File: config.mk
export PLATFORM = sky130hd
export DESIGN_NAME = lsu_top
export DESIGN_NICKNAME = d
export VERILOG_FILES = /design/src/design/lsu_pkg.sv /design/src/design/lsu_outstanding_ctrl.sv /design/src/design/lsu_request_stage.sv /design/src/design/lsu_response_stage.sv /design/src/design/lsu_top.sv
export SDC_FILE = /design/constraint.sdc
export NUM_CORES = 1
export LEC_CHECK = 0
export ABC_AREA = 0
export BUFFER_PORTS_ARGS = -buffer_cell sky130_fd_sc_hd__buf_2
export CAP_MARGIN = 20
export CORE_MARGIN = 4
export CORE_UTILIZATION = 45
export CTS_CLUSTER_SIZE = 8
export DETAILED_ROUTE_END_ITERATION = 8
export PLACE_DENSITY = 0.84
export SYNTH_ARGS = -nofsm -noshare
export SYNTH_HDL_FRONTEND = slang
export SYNTH_SLANG_ARGS = --single-unit
File: constraint.sdc
create_clock -name clk -period 5.55 [get_ports clk]
set_input_delay 1.665 -clock clk [delete_from_list [all_inputs] [get_ports clk]]
set_output_delay 1.665 -clock clk [all_outputs]
set_load 0.01 [all_outputs]
File: src/design/lsu_pkg.sv
// shared lsu types; 32-bit data bus only, data_type 11 decodes as byte, sign_ext 11 as sign
`default_nettype none

package lsu_pkg;

  //////////////////////////////////////////////////
  // scalar widths
  //////////////////////////////////////////////////

  typedef logic [31:0] addr_t;      // byte address
  typedef logic [31:0] data_t;      // one bus word
  typedef logic [3:0]  be_t;        // one enable per byte lane
  typedef logic [1:0]  byte_off_t;  // byte offset inside a word

  // max accepted but unanswered bus transactions
  localparam int DEFAULT_DEPTH = 2;

  // access size, code 11 falls through to byte everywhere
  typedef enum logic [1:0] {
    WORD = 2'b00,
    HALF = 2'b01,
    BYTE = 2'b10
  } data_type_e;

  // load extension mode, code 11 behaves as sign
  typedef enum logic [1:0] {
    ZERO_EXT = 2'b00,
    SIGN_EXT = 2'b01,
    ONES_EXT = 2'b10
  } sign_ext_e;

  //////////////////////////////////////////////////
  // stage to stage bundles
  //////////////////////////////////////////////////

  // request as presented by the ex stage
  typedef struct packed {
    logic       req;         // access wanted this cycle
    logic       we;          // 1 store, 0 load
    logic       misaligned;  // second part of a split access
    data_type_e data_type;
    sign_ext_e  sign_ext;
    byte_off_t  reg_offset;  // byte lane of store data inside the register
    addr_t      operand_a;
    addr_t      operand_b;
    logic       use_incr;    // address is a + b
    data_t      wdata;
  } ex_req_t;

  // address phase of the data bus
  typedef struct packed {
    addr_t addr;
    logic  we;
    be_t   be;
    data_t wdata;
  } bus_req_t;

  // what wb needs to align the returning word
  typedef struct packed {
    data_type_e data_type;
    byte_off_t  offset;
    sign_ext_e  sign_ext;
    logic       we;
  } wb_ctrl_t;

endpackage

`default_nettype wire

File: src/design/lsu_outstanding_ctrl.sv
// bus issue and outstanding count; needs rvalid at least one cycle after grant, in order
`default_nettype none

module lsu_outstanding_ctrl #(
  parameter int DEPTH = lsu_pkg::DEFAULT_DEPTH  // max accepted, unanswered transactions
) (
  input  logic              clk,
  input  logic              rst_n,
  input  logic              req_i,
  input  lsu_pkg::bus_req_t bus_req_i,
  output logic              data_req_o,
  input  logic              data_gnt_i,
  input  logic              data_rvalid_i,
  output lsu_pkg::addr_t    data_addr_o,
  output logic              data_we_o,
  output lsu_pkg::be_t      data_be_o,
  output lsu_pkg::data_t    data_wdata_o,
  output logic              ctrl_update_o,
  output logic              lsu_ready_ex_o,
  output logic              lsu_ready_wb_o,
  output logic              busy_o
);

  localparam int CNT_W = $clog2(DEPTH + 1);  // must hold 0..DEPTH

  typedef logic [CNT_W-1:0] cnt_t;

  cnt_t cnt_q;     // transactions granted and still waiting for rvalid
  cnt_t cnt_d;
  logic accepted;  // req and gnt in the same cycle
  logic count_up;
  logic count_down;

  //////////////////////////////////////////////////
  // request issue
  //////////////////////////////////////////////////

  // no rvalid in this path, so req does not wait on the response side
  assign data_req_o   = req_i && (cnt_q < cnt_t'(DEPTH));
  assign accepted     = data_req_o && data_gnt_i;

  // fields are held steady by the caller until the grant
  assign data_addr_o  = bus_req_i.addr;
  assign data_we_o    = bus_req_i.we;
  assign data_be_o    = bus_req_i.be;
  assign data_wdata_o = bus_req_i.wdata;

  //////////////////////////////////////////////////
  // ready and busy
  //////////////////////////////////////////////////

  assign lsu_ready_wb_o = (cnt_q == '0) ? 1'b1 : data_rvalid_i;  // wb free or draining now

  // ex may only move on when wb can take it in the same edge
  assign lsu_ready_ex_o = !req_i                 ? 1'b1 :
                          (cnt_q == '0)          ? accepted :
                          (cnt_q == cnt_t'(1))   ? (data_rvalid_i && accepted) :
                                                   data_rvalid_i;

  assign ctrl_update_o = lsu_ready_ex_o && req_i;  // load wb control from ex

  assign busy_o = (cnt_q != '0) || data_req_o;

  //////////////////////////////////////////////////
  // outstanding counter
  //////////////////////////////////////////////////

  assign count_up   = accepted;
  assign count_down = data_rvalid_i;  // one rvalid per grant

  always_comb begin
    case ({count_up, count_down})
      2'b10:   cnt_d = cnt_q + cnt_t'(1);
      2'b01:   cnt_d = cnt_q - cnt_t'(1);
      default: cnt_d = cnt_q;  // idle, or one in and one out
    endcase
  end

  always_ff @(posedge clk or negedge rst_n) begin
    if (!rst_n) begin
      cnt_q <= '0;
    end else begin
      cnt_q <= cnt_d;
    end
  end

endmodule

`default_nettype wire

File: src/design/lsu_request_stage.sv
// combinational ex stage; a second part must keep the byte offset of its first part
`default_nettype none

module lsu_request_stage (
  input  lsu_pkg::ex_req_t  ex_req_i,
  output lsu_pkg::bus_req_t bus_req_o,
  output lsu_pkg::byte_off_t addr_off_o,
  output logic              misaligned_o
);

  lsu_pkg::addr_t     addr;      // effective byte address
  lsu_pkg::byte_off_t off;
  lsu_pkg::byte_off_t wdata_off; // lanes to rotate store data by
  lsu_pkg::be_t       be;
  lsu_pkg::data_t     wdata_rot;

  //////////////////////////////////////////////////
  // address
  //////////////////////////////////////////////////

  assign addr = ex_req_i.use_incr ? (ex_req_i.operand_a + ex_req_i.operand_b)
                                  : ex_req_i.operand_a;
  assign off  = addr[1:0];

  // a first-part word off the boundary, or a halfword crossing into the next word
  always_comb begin
    misaligned_o = 1'b0;
    if (ex_req_i.req && !ex_req_i.misaligned) begin
      case (ex_req_i.data_type)
        lsu_pkg::WORD: misaligned_o = (off != 2'b00);
        lsu_pkg::HALF: misaligned_o = (off == 2'b11);
        default:       misaligned_o = 1'b0;  // bytes never split
      endcase
    end
  end

  //////////////////////////////////////////////////
  // byte enables
  //////////////////////////////////////////////////

  always_comb begin
    case (ex_req_i.data_type)
      lsu_pkg::WORD: begin
        if (!ex_req_i.misaligned) begin  // first part, upper lanes of this word
          case (off)
            2'b00:   be = 4'b1111;
            2'b01:   be = 4'b1110;
            2'b10:   be = 4'b1100;
            default: be = 4'b1000;
          endcase
        end else begin  // second part, low lanes of the next word
          case (off)
            2'b00:   be = 4'b0000;  // cannot happen
            2'b01:   be = 4'b0001;
            2'b10:   be = 4'b0011;
            default: be = 4'b0111;
          endcase
        end
      end
      lsu_pkg::HALF: begin
        if (!ex_req_i.misaligned) begin
          case (off)
            2'b00:   be = 4'b0011;
            2'b01:   be = 4'b0110;
            2'b10:   be = 4'b1100;
            default: be = 4'b1000;  // low byte only, top byte follows
          endcase
        end else begin
          be = 4'b0001;
        end
      end
      default: begin  // byte, also code 11
        case (off)
          2'b00:   be = 4'b0001;
          2'b01:   be = 4'b0010;
          2'b10:   be = 4'b0100;
          default: be = 4'b1000;
        endcase
      end
    endcase
  end

  //////////////////////////////////////////////////
  // store data lane rotation
  //////////////////////////////////////////////////

  assign wdata_off = off - ex_req_i.reg_offset;  // wraps mod 4

  always_comb begin
    case (wdata_off)  // rotate left by whole bytes
      2'b00:   wdata_rot = ex_req_i.wdata;
      2'b01:   wdata_rot = {ex_req_i.wdata[23:0], ex_req_i.wdata[31:24]};
      2'b10:   wdata_rot = {ex_req_i.wdata[15:0], ex_req_i.wdata[31:16]};
      default: wdata_rot = {ex_req_i.wdata[7:0], ex_req_i.wdata[31:8]};
    endcase
  end

  // second part always goes to the start of the next word
  assign bus_req_o.addr  = ex_req_i.misaligned ? {addr[31:2], 2'b00} : addr;
  assign bus_req_o.we    = ex_req_i.we;
  assign bus_req_o.be    = be;
  assign bus_req_o.wdata = wdata_rot;
  assign addr_off_o      = off;

endmodule

`default_nettype wire

File: src/design/lsu_response_stage.sv
// wb alignment; split loads need the caller's misaligned flags live at each rvalid
`default_nettype none

module lsu_response_stage (
  input  logic              clk,
  input  logic              rst_n,
  input  logic              ctrl_update_i,
  input  lsu_pkg::wb_ctrl_t wb_ctrl_i,
  input  logic              misaligned_ex_i,  // ex is on the second part
  input  logic              misaligned_i,     // ex just found a split access
  input  logic              data_rvalid_i,
  input  lsu_pkg::data_t    data_rdata_i,
  output lsu_pkg::data_t    rdata_o
);

  lsu_pkg::wb_ctrl_t ctrl_q;   // control of the access in flight
  lsu_pkg::data_t    hold_q;   // first-part raw word or last result
  lsu_pkg::data_t    rdata_w;  // word, possibly joined across two beats
  lsu_pkg::data_t    rdata_h;
  lsu_pkg::data_t    rdata_b;
  lsu_pkg::data_t    rdata_ext;
  logic [15:0]       half_raw;
  logic [7:0]        byte_raw;

  // fill bit for the upper part of an extended load
  function automatic logic fill_bit(lsu_pkg::sign_ext_e mode, logic msb);
    case (mode)
      lsu_pkg::ZERO_EXT: fill_bit = 1'b0;
      lsu_pkg::ONES_EXT: fill_bit = 1'b1;
      default:           fill_bit = msb;  // sign, also code 11
    endcase
  endfunction

  //////////////////////////////////////////////////
  // wb control register
  //////////////////////////////////////////////////

  always_ff @(posedge clk or negedge rst_n) begin
    if (!rst_n) begin
      ctrl_q <= '0;
    end else if (ctrl_update_i) begin  // ex hands its access to wb
      ctrl_q <= wb_ctrl_i;
    end
  end

  //////////////////////////////////////////////////
  // alignment and extension
  //////////////////////////////////////////////////

  // new beat supplies the low lanes, hold_q the tail of the first part
  always_comb begin
    case (ctrl_q.offset)
      2'b00:   rdata_w = data_rdata_i;
      2'b01:   rdata_w = {data_rdata_i[7:0], hold_q[31:8]};
      2'b10:   rdata_w = {data_rdata_i[15:0], hold_q[31:16]};
      default: rdata_w = {data_rdata_i[23:0], hold_q[31:24]};
    endcase
  end

  always_comb begin
    case (ctrl_q.offset)
      2'b00:   half_raw = data_rdata_i[15:0];
      2'b01:   half_raw = data_rdata_i[23:8];
      2'b10:   half_raw = data_rdata_i[31:16];
      default: half_raw = {data_rdata_i[7:0], hold_q[31:24]};  // crosses the word
    endcase
  end

  always_comb begin
    case (ctrl_q.offset)
      2'b00:   byte_raw = data_rdata_i[7:0];
      2'b01:   byte_raw = data_rdata_i[15:8];
      2'b10:   byte_raw = data_rdata_i[23:16];
      default: byte_raw = data_rdata_i[31:24];
    endcase
  end

  assign rdata_h = {{16{fill_bit(ctrl_q.sign_ext, half_raw[15])}}, half_raw};
  assign rdata_b = {{24{fill_bit(ctrl_q.sign_ext, byte_raw[7])}}, byte_raw};

  always_comb begin
    case (ctrl_q.data_type)
      lsu_pkg::WORD: rdata_ext = rdata_w;
      lsu_pkg::HALF: rdata_ext = rdata_h;
      default:       rdata_ext = rdata_b;  // byte, also code 11
    endcase
  end

  //////////////////////////////////////////////////
  // holding register
  //////////////////////////////////////////////////

  // raw word while a split load is between its parts, else the finished value
  always_ff @(posedge clk) begin
    if (data_rvalid_i && !ctrl_q.we) begin
      if (misaligned_ex_i || misaligned_i) begin
        hold_q <= data_rdata_i;
      end else begin
        hold_q <= rdata_ext;
      end
    end
  end

  assign rdata_o = data_rvalid_i ? rdata_ext : hold_q;  // last value stays visible

endmodule

`default_nettype wire

File: src/design/lsu_top.sv
// lsu top; caller holds ex_req_i steady until lsu_ready_ex_o and drives both split parts
`default_nettype none

module lsu_top #(
  parameter int DEPTH = lsu_pkg::DEFAULT_DEPTH  // max in-flight bus transactions
) (
  input  logic              clk,
  input  logic              rst_n,
  input  lsu_pkg::ex_req_t  ex_req_i,
  output logic              data_misaligned_o,
  output lsu_pkg::data_t    data_rdata_ex_o,
  output logic              lsu_ready_ex_o,
  output logic              lsu_ready_wb_o,
  output logic              busy_o,
  // data bus
  output logic              data_req_o,
  input  logic              data_gnt_i,
  input  logic              data_rvalid_i,
  output lsu_pkg::addr_t    data_addr_o,
  output logic              data_we_o,
  output lsu_pkg::be_t      data_be_o,
  output lsu_pkg::data_t    data_wdata_o,
  input  lsu_pkg::data_t    data_rdata_i
);

  lsu_pkg::bus_req_t  bus_req;      // address phase from ex
  lsu_pkg::byte_off_t addr_off;     // unaligned byte offset
  lsu_pkg::wb_ctrl_t  wb_ctrl;
  logic               ctrl_update;  // ex to wb handover

  //////////////////////////////////////////////////
  // ex side
  //////////////////////////////////////////////////

  lsu_request_stage u_req (
    .ex_req_i     (ex_req_i),
    .bus_req_o    (bus_req),
    .addr_off_o   (addr_off),
    .misaligned_o (data_misaligned_o)
  );

  lsu_outstanding_ctrl #(
    .DEPTH (DEPTH)
  ) u_out (
    .clk            (clk),
    .rst_n          (rst_n),
    .req_i          (ex_req_i.req),
    .bus_req_i      (bus_req),
    .data_req_o     (data_req_o),
    .data_gnt_i     (data_gnt_i),
    .data_rvalid_i  (data_rvalid_i),
    .data_addr_o    (data_addr_o),
    .data_we_o      (data_we_o),
    .data_be_o      (data_be_o),
    .data_wdata_o   (data_wdata_o),
    .ctrl_update_o  (ctrl_update),
    .lsu_ready_ex_o (lsu_ready_ex_o),
    .lsu_ready_wb_o (lsu_ready_wb_o),
    .busy_o         (busy_o)
  );

  //////////////////////////////////////////////////
  // wb side
  //////////////////////////////////////////////////

  assign wb_ctrl.data_type = ex_req_i.data_type;
  assign wb_ctrl.offset    = addr_off;
  assign wb_ctrl.sign_ext  = ex_req_i.sign_ext;
  assign wb_ctrl.we        = ex_req_i.we;

  lsu_response_stage u_rsp (
    .clk             (clk),
    .rst_n           (rst_n),
    .ctrl_update_i   (ctrl_update),
    .wb_ctrl_i       (wb_ctrl),
    .misaligned_ex_i (ex_req_i.misaligned),
    .misaligned_i    (data_misaligned_o),
    .data_rvalid_i   (data_rvalid_i),
    .data_rdata_i    (data_rdata_i),
    .rdata_o         (data_rdata_ex_o)
  );

endmodule

`default_nettype wire

**Word level (Yosys, flattened, before mapping)**

Index checks and enable logic that the tools add are counted.

- $add $sub $neg: 4
- $lt $le $gt $ge: 1
- Equal/unequal tests: 13
- Mux-type cells: 25
- Reduce and logical (&&, ||, !) cells: 20

Operator list:

| operator | number |
|---|---|
| $pmux 32 s3 | 2 |
| $mux 32 | 3 |
| $pmux 32 s2 | 1 |
| $pmux 16 s3 | 1 |
| $add 32x32->32 | 1 |
| $pmux 4 s3 | 2 |
| $pmux 8 s3 | 1 |
| $pmux 3 s3 | 2 |
| $eq 2x1->1 const B | 7 |
| $logic_not 2->1 | 7 |
| $eq 2x2->1 const B | 6 |
| $mux 4 | 2 |
| $pmux 4 s2 | 1 |
| $logic_and 1x1->1 | 6 |
| $pmux 1 s2 | 3 |
| $reduce_bool 2->1 | 3 |
| $mux 1 | 5 |
| $pmux 2 s2 | 1 |
| $add 2x1->2 const B | 1 |
| $logic_not 1->1 | 2 |
| $logic_or 1x1->1 | 2 |
| $lt 2x2->1 const B | 1 |
| $mux 2 | 1 |
| $sub 2x1->2 const B | 1 |
| $sub 2x2->2 | 1 |

- Register bits after elaboration: 41
- Bits of input ports: 142
- Output and inout port bits: 106
- Logic and storage cells: 69

**Longest topological paths before layout**

Gate-level depths: netlist of run 1.

- Depth after elaboration: 8
- Depth in mapped cells: 14

**Modules after synthesis**

A second synthesis of run 1 with hierarchy kept.

- Cells, all modules: 927
- Area, all modules: 7,438.4 µm²

Modules (own cells, without submodules):

| module | times used | cells each | area each (µm²) |
|---|---|---|---|
| lsu_response_stage | 1 | 417 | 3,612.2 |
| lsu_request_stage | 1 | 420 | 3,130.5 |
| lsu_outstanding_ctrl | 1 | 90 | 695.7 |

**Worst setup path before layout of run 1**

No wires, ideal clock.

- Kind: input-to-output
- Start: input port ex_req_i[32] in the netlist's numbering
- End: output port data_wdata_o[13]
- Arrival: 4.106 ns
- Required time: 3.885 ns
- Slack: -0.221 ns
- Stages on the path: 9
- Buffers on the path: 3
- Cells stage by stage: buf_2 > buf_1 > mux2i_1 > ha_1 > xnor2_1 > xor2_2 > buf_4 > mux2i_1 > mux2i_1

- Word-level cells in the longest chain between the ends: 4
- Elaborated cells between the ends (all ways): 6
- Those cells by class: add/sub: 1; eq/ne: 2; mux: 2; reduce/logical: 1

RTL lines:

| item | line | RTL |
|---|---|---|
| start: declaration | lsu_top.sv:9 | `input lsu_pkg::ex_req_t ex_req_i,` |
| $mux 32 (*) | lsu_request_stage.sv:21 | `assign addr = ex_req_i.use_incr ? (ex_req_i.operand_a + ex_req_i.operand_b)` |
| $sub 2x2->2 (*) | lsu_request_stage.sv:87 | `assign wdata_off = off - ex_req_i.reg_offset;` |
| $eq 2x2->1 (tied with other cells) | lsu_request_stage.sv:90 | `case (wdata_off)` |
| $pmux 32 s3 (*) | lsu_request_stage.sv:90 |  |
| end: declaration | lsu_top.sv:22 | `output lsu_pkg::data_t data_wdata_o,` |

Mark *: on every way between the ends. The rest lies on a longest branch, timed or not.

**Final worst setup path of run 1**

- Start: input port ex_req_i[65] in the netlist's numbering
- End: output port data_addr_o[30]

- Word-level cells in the longest chain between the ends: 2

RTL lines:

| item | line | RTL |
|---|---|---|
| $add 32x32->32 | lsu_request_stage.sv:21 |  |
| $mux 32 | lsu_request_stage.sv:21 |  |
| end: declaration | lsu_top.sv:19 | `output lsu_pkg::addr_t data_addr_o,` |

No other way between the ends.

==> results of run 1 <==
logic make-up (layout without fill, tap and decap cells):
kind of cell,after synthesis,in the layout,synth area share (%)
mux,133,133,23.4
other cells,0,1,0
compound gates,276,276,25.8
simple gates,233,233,16.2
flops,41,41,17.2
buf+inv,92,331,5.56
fa+ha+maj,45,45,8.26
xor+xnor,27,27,3.64
repair_timing:
action,in CTS,in global routing
setup endpoints to repair,6,20
buffers inserted,2,2
pin swaps,7,8
resized for setup,15,14
area by class of cell:
type	count	share of cell area, %
clock buffers	6	1.69
inverters	25	1.06
repair buffers	298	19.0
multi-input cells	714	62.0
clock inverters	2	0.169
well taps	188	2.65
flip-flops and latches	41	13.4
diodes	1	0.0282
worst max-delay path, stage by stage:
cell      delay (ps)
buf_8             80
ha_4             120
inv_2             30
fa_2             340
and2b_2          280
o211ai_4         110
a21oi_4          180
nand4_4          110
a31o_4           270
or4b_1           470
nand3_1          100
buf_2            130
per-stage QoR:
step	hold WS (ps)	setup TNS (ps)	util, %	worst slack, ps	cells
floorplan	471	0	-	63.1	847
global placement	495	-492	56.3	-168	1262
finish	503	0	58.5	4.49	1275
global route	560	-229	58.5	-78.8	1275
CTS	506	-57.1	57.9	-57.1	1272
detailed placement	493	-879	56.3	-235	1262
power groups by stage:
stage	clock [W]	combinational, W	sequential, W
floorplan	0	0.00164	0.000534
global route	0.000342	0.00244	0.000653
global placement	0	0.00215	0.000632
finish	0.000324	0.00225	0.000637
CTS	0.000329	0.00222	0.000632
detailed placement	0	0.00219	0.000639
flip-flops by register name, indices dropped and copies added, names as in the netlist:
register      cells
u_out.cnt_q       2
u_rsp.ctrl_q      7
u_rsp.hold_q     32
Yosys cell counts, types with 3 or more instances:
| cell | instances |
|---|---|
| a32o_1 | 8 |
| and2_1 | 7 |
| o21ai_0 | 38 |
| nand4_1 | 9 |
| nor3_1 | 9 |
| mux2_2 | 38 |
| o21a_1 | 11 |
| or3_1 | 4 |
| a222oi_1 | 3 |
| o2111ai_1 | 5 |
| clkbuf_1 | 40 |
| nand3b_1 | 8 |
| a211o_1 | 4 |
| o31a_1 | 3 |
| o21ai_1 | 6 |
| xor2_1 | 10 |
| a31oi_1 | 5 |
| mux2i_1 | 76 |
| dfrtp_1 | 9 |
| nand3_1 | 8 |
| a211oi_1 | 4 |
| a21o_1 | 23 |
| nand2_1 | 51 |
| nor2_1 | 97 |
| o31ai_1 | 3 |
| buf_1 | 4 |
| o22ai_1 | 6 |
| ha_1 | 44 |
| xnor2_1 | 15 |
| nor2b_1 | 11 |
| edfxtp_1 | 32 |
| buf_2 | 19 |
| inv_1 | 25 |
| o211ai_1 | 3 |
| a22oi_1 | 4 |
| nand2b_1 | 13 |
| a21oi_1 | 115 |
| buf_4 | 4 |
| a221oi_1 | 10 |
| mux4_2 | 19 |
per-layer routing:
metal | track usage, % | vias up
met3 | 3.28 | 38
met5 | 0 | -
li1 | - | 3662
met4 | 6.18 | 0
met1 | 30.0 | 3596
met2 | 42.7 | 399
final timing paths:
| path | from | end | depth (start not counted) |
|---|---|---|---|
| setup / recovery | ex_req_i[65] | data_addr_o[30] | 12 |
| hold / removal | u_out.cnt_q[0] | u_out.cnt_q[0] | 1 |
| setup reg to reg | u_rsp.ctrl_q[6] | u_rsp.hold_q[27] | 5 |
| hold reg to reg | u_out.cnt_q[0] | u_out.cnt_q[0] | 1 |
| max in group asynchronous | rst_n | u_rsp.ctrl_q[3] | 1 |
| min in group asynchronous | rst_n | u_rsp.ctrl_q[0] | 1 |
==> metrics, run 1 <==
status=finished, final reports clean; Clock Latency Late Sink=290 ps; Async S/R FF share, synth=22.0%; RSZ-0062 raised after global routing=yes; area leader, netlist=edfxtp_1; Reg2Reg Setup Slack=2760 ps; Port Buf Inserts=247; Tcrit/Tclk final=99.9%; Die W=132 um; Final setup viols=0; critical path peak fanout=4; Setup CP Type=input port to output port; Mapped Cells=847; multi-input logic area=5500 sq um; first-pass GRT wire length=35.3 mm; Placement Cell Area=8520 sq um; vias in the first global route=7256; pwr dens=362 nW/um^2; DP HPWL=17.5 mm; sw power=0.00152 W; maximum vdd drop=0.231 mV; grt total ovfl=0; Met2 Wirelength=11.2 mm; sequential share of the synthesized area=17.2%; highest clock rate=180 MHz; largest net degree at the start of global routing=51; Yosys cell types=77; CTS tree=built; Clock Tree Root=clkbuf_16; DR vias=7695; synthesized cell area=6910 sq um; switching fraction of total power=47.4%; Pleak=4.07 nW; top-level I/O count=248; Crit. End Element=output port; Sequential Power Share=19.8%; Startpoint Class=input port; Routed met3 length=1.78 mm; Post-synth EDFFs=32; synth warn=0; Final Routed Wirelength=22.4 mm; clock skew=5.46 ps; Min-Delay Path Class=flop to flop; post-route cell area=8870 sq um; # DRC=0; max-slew violations=0; area growth from synthesis to final layout=28.3%; CTS HTree Levels=2; max-cap viol count=0; Avg WL per Cell=17.6 um; Syn Area/Cell=8.16 sq um; final hold violations=0; Slew Limit Headroom=32.3%; hold-fix buffers at CTS=0; First-pass DRT Iterations=5; post-DR vias/cell=6.04; FILL cells=1333; Max Used Layer=met4; internal power=0.00169 W; row count=45; Clock transition at path regs=60 ps; syn nets=1034; Reg area=1190 sq um; share of cells above drive strength 1=37.3%; Initial Util=45.6%; Nets=1272; GPL Wtd Cong=0.949; clock sinks=41; antenna violations before repair=1; Die Area=17400 sq um; ys flop type=edfxtp_1; most frequent cells in the layout=buf_2 (245), a21oi_1 (112), nor2_1 (95); most common cell after layout, fill and taps aside=buf_2; antenna-violating nets left=0; floorplan core area=15100 sq um; post-synth top area share=13.9%; Critical Path RT=3880 ps; Num CTS Buffers=5; Worst Max-Slew Pin Slew=1010 ps; total power=0.00321 W; Clk network pwr share=10.1%; Die Span Y=132 um; initial drt markers=628; post-layout min period=5550 ps; Comb power frac=70.1%; top area cells in the synthesized netlist=edfxtp_1 (14%), mux2i_1 (11%), a21oi_1 (8.3%); Yosys reg bits=41; Tot GR Track Use=23.8%; CTS max path bufs=2; M1 WL=8.91 mm; WP data arrival=3880 ps
No activity file was read; power rests on OpenSTA's default activity.
==> run 2, diff against run 1 <==
- SETUP_SLACK_MARGIN: unset -> 0.05
==> metrics, run 2 (synthesized netlist as in run 1, its figures left out) <==
status=finished, violations left (was finished, final reports clean); failing checks=setup timing; max incr delay on CP=380 ps (was 470 ps); CTS tree=built (unchanged); # DRC=0 (unchanged); Sequential Power Share=19.8% (about the same); Top Registers=u_rsp.hold_q: 32 flops, u_rsp.ctrl_q: 7 flops, u_out.cnt_q: 2 flops (unchanged); post-layout min period=5620 ps (was 5550 ps); WP data arrival=3950 ps (was 3880 ps); post-route cell area=8980 sq um (was 8870 sq um); row count=45 (unchanged); post-DR vias/cell=6.08 (was 6.04); CTS max path bufs=2 (unchanged); Setup CP Type=input port to output port (unchanged); Placement Cell Area=8520 sq um (unchanged); Num CTS Buffers=5 (unchanged); Worst Max-Slew Pin Slew=988 ps (was 1010 ps); switching fraction of total power=47.4% (about the same); hold-fix buffers at CTS=0 (unchanged); highest clock rate=178 MHz (was 180 MHz); max-cap viol count=0 (unchanged); RSZ-0062 raised after global routing=yes (unchanged); final setup TNS=-70.8 ps (was 0 ps); area growth from synthesis to final layout=29.9% (was 28.3%); smallest hold slack=505 ps (was 503 ps); initial drt markers=644 (was 628); antenna violations before repair=1 (unchanged); most frequent cells in the layout=buf_2 (245), a21oi_1 (108), nor2_1 (95) (was buf_2 (245), a21oi_1 (112), nor2_1 (95)); Final Routed Wirelength=22.7 mm (was 22.4 mm); internal power=0.00170 W (was 0.00169 W); floorplan core area=15100 sq um (unchanged); Die W=132 um (unchanged); sw power=0.00153 W (was 0.00152 W); Initial Util=45.6% (unchanged); Critical Path RT=3880 ps (about the same); largest net degree at the start of global routing=51 (unchanged); clock skew=6.03 ps (was 5.46 ps); DR vias=7768 (was 7695); Pleak=4.09 nW (was 4.07 nW); Max Used Layer=met4 (unchanged); Layout Cells excl Fill=1277 (was 1275); Clk network pwr share=10.1% (about the same); Clock transition at path regs=60 ps (about the same); Die Span Y=132 um (unchanged); First-pass DRT Iterations=6 (was 5); GPL Wtd Cong=0.949 (unchanged); Met2 Wirelength=11.3 mm (was 11.2 mm); vias in the first global route=7274 (was 7256); Clock Latency Late Sink=290 ps (about the same); Tcrit/Tclk final=101% (was 99.9%); Worst Path Buf+Inv=3 (unchanged); DP HPWL=17.5 mm (unchanged); grt total ovfl=0 (unchanged); Nets=1274 (was 1272); cell family with most CP delay=compound AO/OA/AOI/OAI gates (was simple AND/OR/NAND/NOR gates); largest register by flop count=u_rsp.hold_q (unchanged); CTS HTree Levels=2 (unchanged); pwr dens=359 nW/um^2 (was 362 nW/um^2); Port Buf Inserts=247 (unchanged); Die Area=17400 sq um (unchanged); Comb power frac=70.1% (about the same); slowest CP cell=o31ai_1 (was or4b_1); Final WS setup=-68.5 ps (was 4.49 ps); max FFs per register=32 (unchanged); Avg WL per Cell=17.8 um (was 17.6 um); Min-Delay Path Class=flop to flop (unchanged); FILL cells=1305 (was 1333); Routed met3 length=2.01 mm (was 1.78 mm); share of cells above drive strength 1=38.6% (was 37.3%); Tot GR Track Use=23.8% (about the same); Slew Limit Headroom=34.1% (was 32.3%); maximum vdd drop=0.229 mV (was 0.231 mV); first-pass GRT wire length=35.4 mm (was 35.3 mm); clock sinks=41 (unchanged); Startpoint Class=input port (unchanged); Place WS=-235 ps (unchanged); most common cell after layout, fill and taps aside=buf_2 (unchanged); placed cell count=1262 (unchanged); final hold violations=0 (unchanged); Clock Tree Root=clkbuf_16 (unchanged); Final setup viols=2 (was 0); antenna-violating nets left=0 (unchanged); Crit. End Element=output port (unchanged); top-level I/O count=248 (unchanged); crit path cell chain=buf_6 -> ha_4 -> inv_2 -> fa_2 -> and2b_2 -> o211ai_4 -> a211oi_2 -> nor4_4 -> o31ai_1 -> xor2_1 -> mux2_2 -> buf_2 (was buf_8 -> ha_4 -> inv_2 -> fa_2 -> and2b_2 -> o211ai_4 -> a21oi_4 -> nand4_4 -> a31o_4 -> or4b_1 -> nand3_1 -> buf_2); critical path peak fanout=3 (was 4); M1 WL=8.79 mm (was 8.91 mm); max-slew violations=0 (unchanged)
## run 2: cell count changes in the layout (fill, tap and decap cells not counted), sizes merged
cell  before  now
buf      298  300
## run 2: routing by layer
layer  vias to the layer above  track usage, %
met3                        55            3.24
li1                       3677               -
met1                      3609            30.0
met4                         0            5.95
met5                         -               0
met2                       427            43.0
## run 2: power groups by stage
stage,Sequential [W],Clock [W],Combinational (W)
final,0.000637,0.000325,0.00226
after global routing,0.000653,0.000342,0.00245
after CTS,0.000632,0.000329,0.00222
after detailed placement,0.000639,0,0.00219
after global placement,0.000632,0,0.00215
after floorplan,0.000534,0,0.00164
## run 2: layout make-up
cell class / instances / area (sq um) / share of cell area, %
tap: 188 / 235 / 2.62
sequential: 41 / 1190 / 13.2
clock inverter: 2 / 15.0 / 0.167
antenna: 1 / 2.50 / 0.0279
multi-input combinational: 714 / 5590 / 62.3
timing repair buffer: 300 / 1700 / 18.9
clock buffer: 6 / 150 / 1.67
inverter: 25 / 93.8 / 1.05
## run 2: worst paths after layout
kind | startpoint | endpoint | slack [ps] | depth (start not counted)
worst min register to register | u_out.cnt_q[0] | u_out.cnt_q[0] | 500 | 1
worst max-delay path | ex_req_i[33] | data_addr_o[24] | -70 | 12
min in group asynchronous | rst_n | u_out.cnt_q[1] | 1220 | 1
worst min-delay path | u_out.cnt_q[0] | u_out.cnt_q[0] | 500 | 1
max in group asynchronous | rst_n | u_rsp.ctrl_q[3] | 4140 | 1
worst max register to register | u_rsp.ctrl_q[6] | u_rsp.hold_q[27] | 2790 | 5
## run 2: through the flow
stage	utilization, %	total power [W]
final	59.3	0.00322
after global routing	59.3	0.00345
after CTS	58.0	0.00318
after detailed placement	56.3	0.00283
after global placement	56.3	0.00279
after floorplan	-	0.00217
## run 2: what timing repair did
item,CTS,global route
gates cloned,0,0
buffers inserted,2,4
endpoints found under the setup margin,15,34
pin swaps,10,8
gates resized for setup,17,32
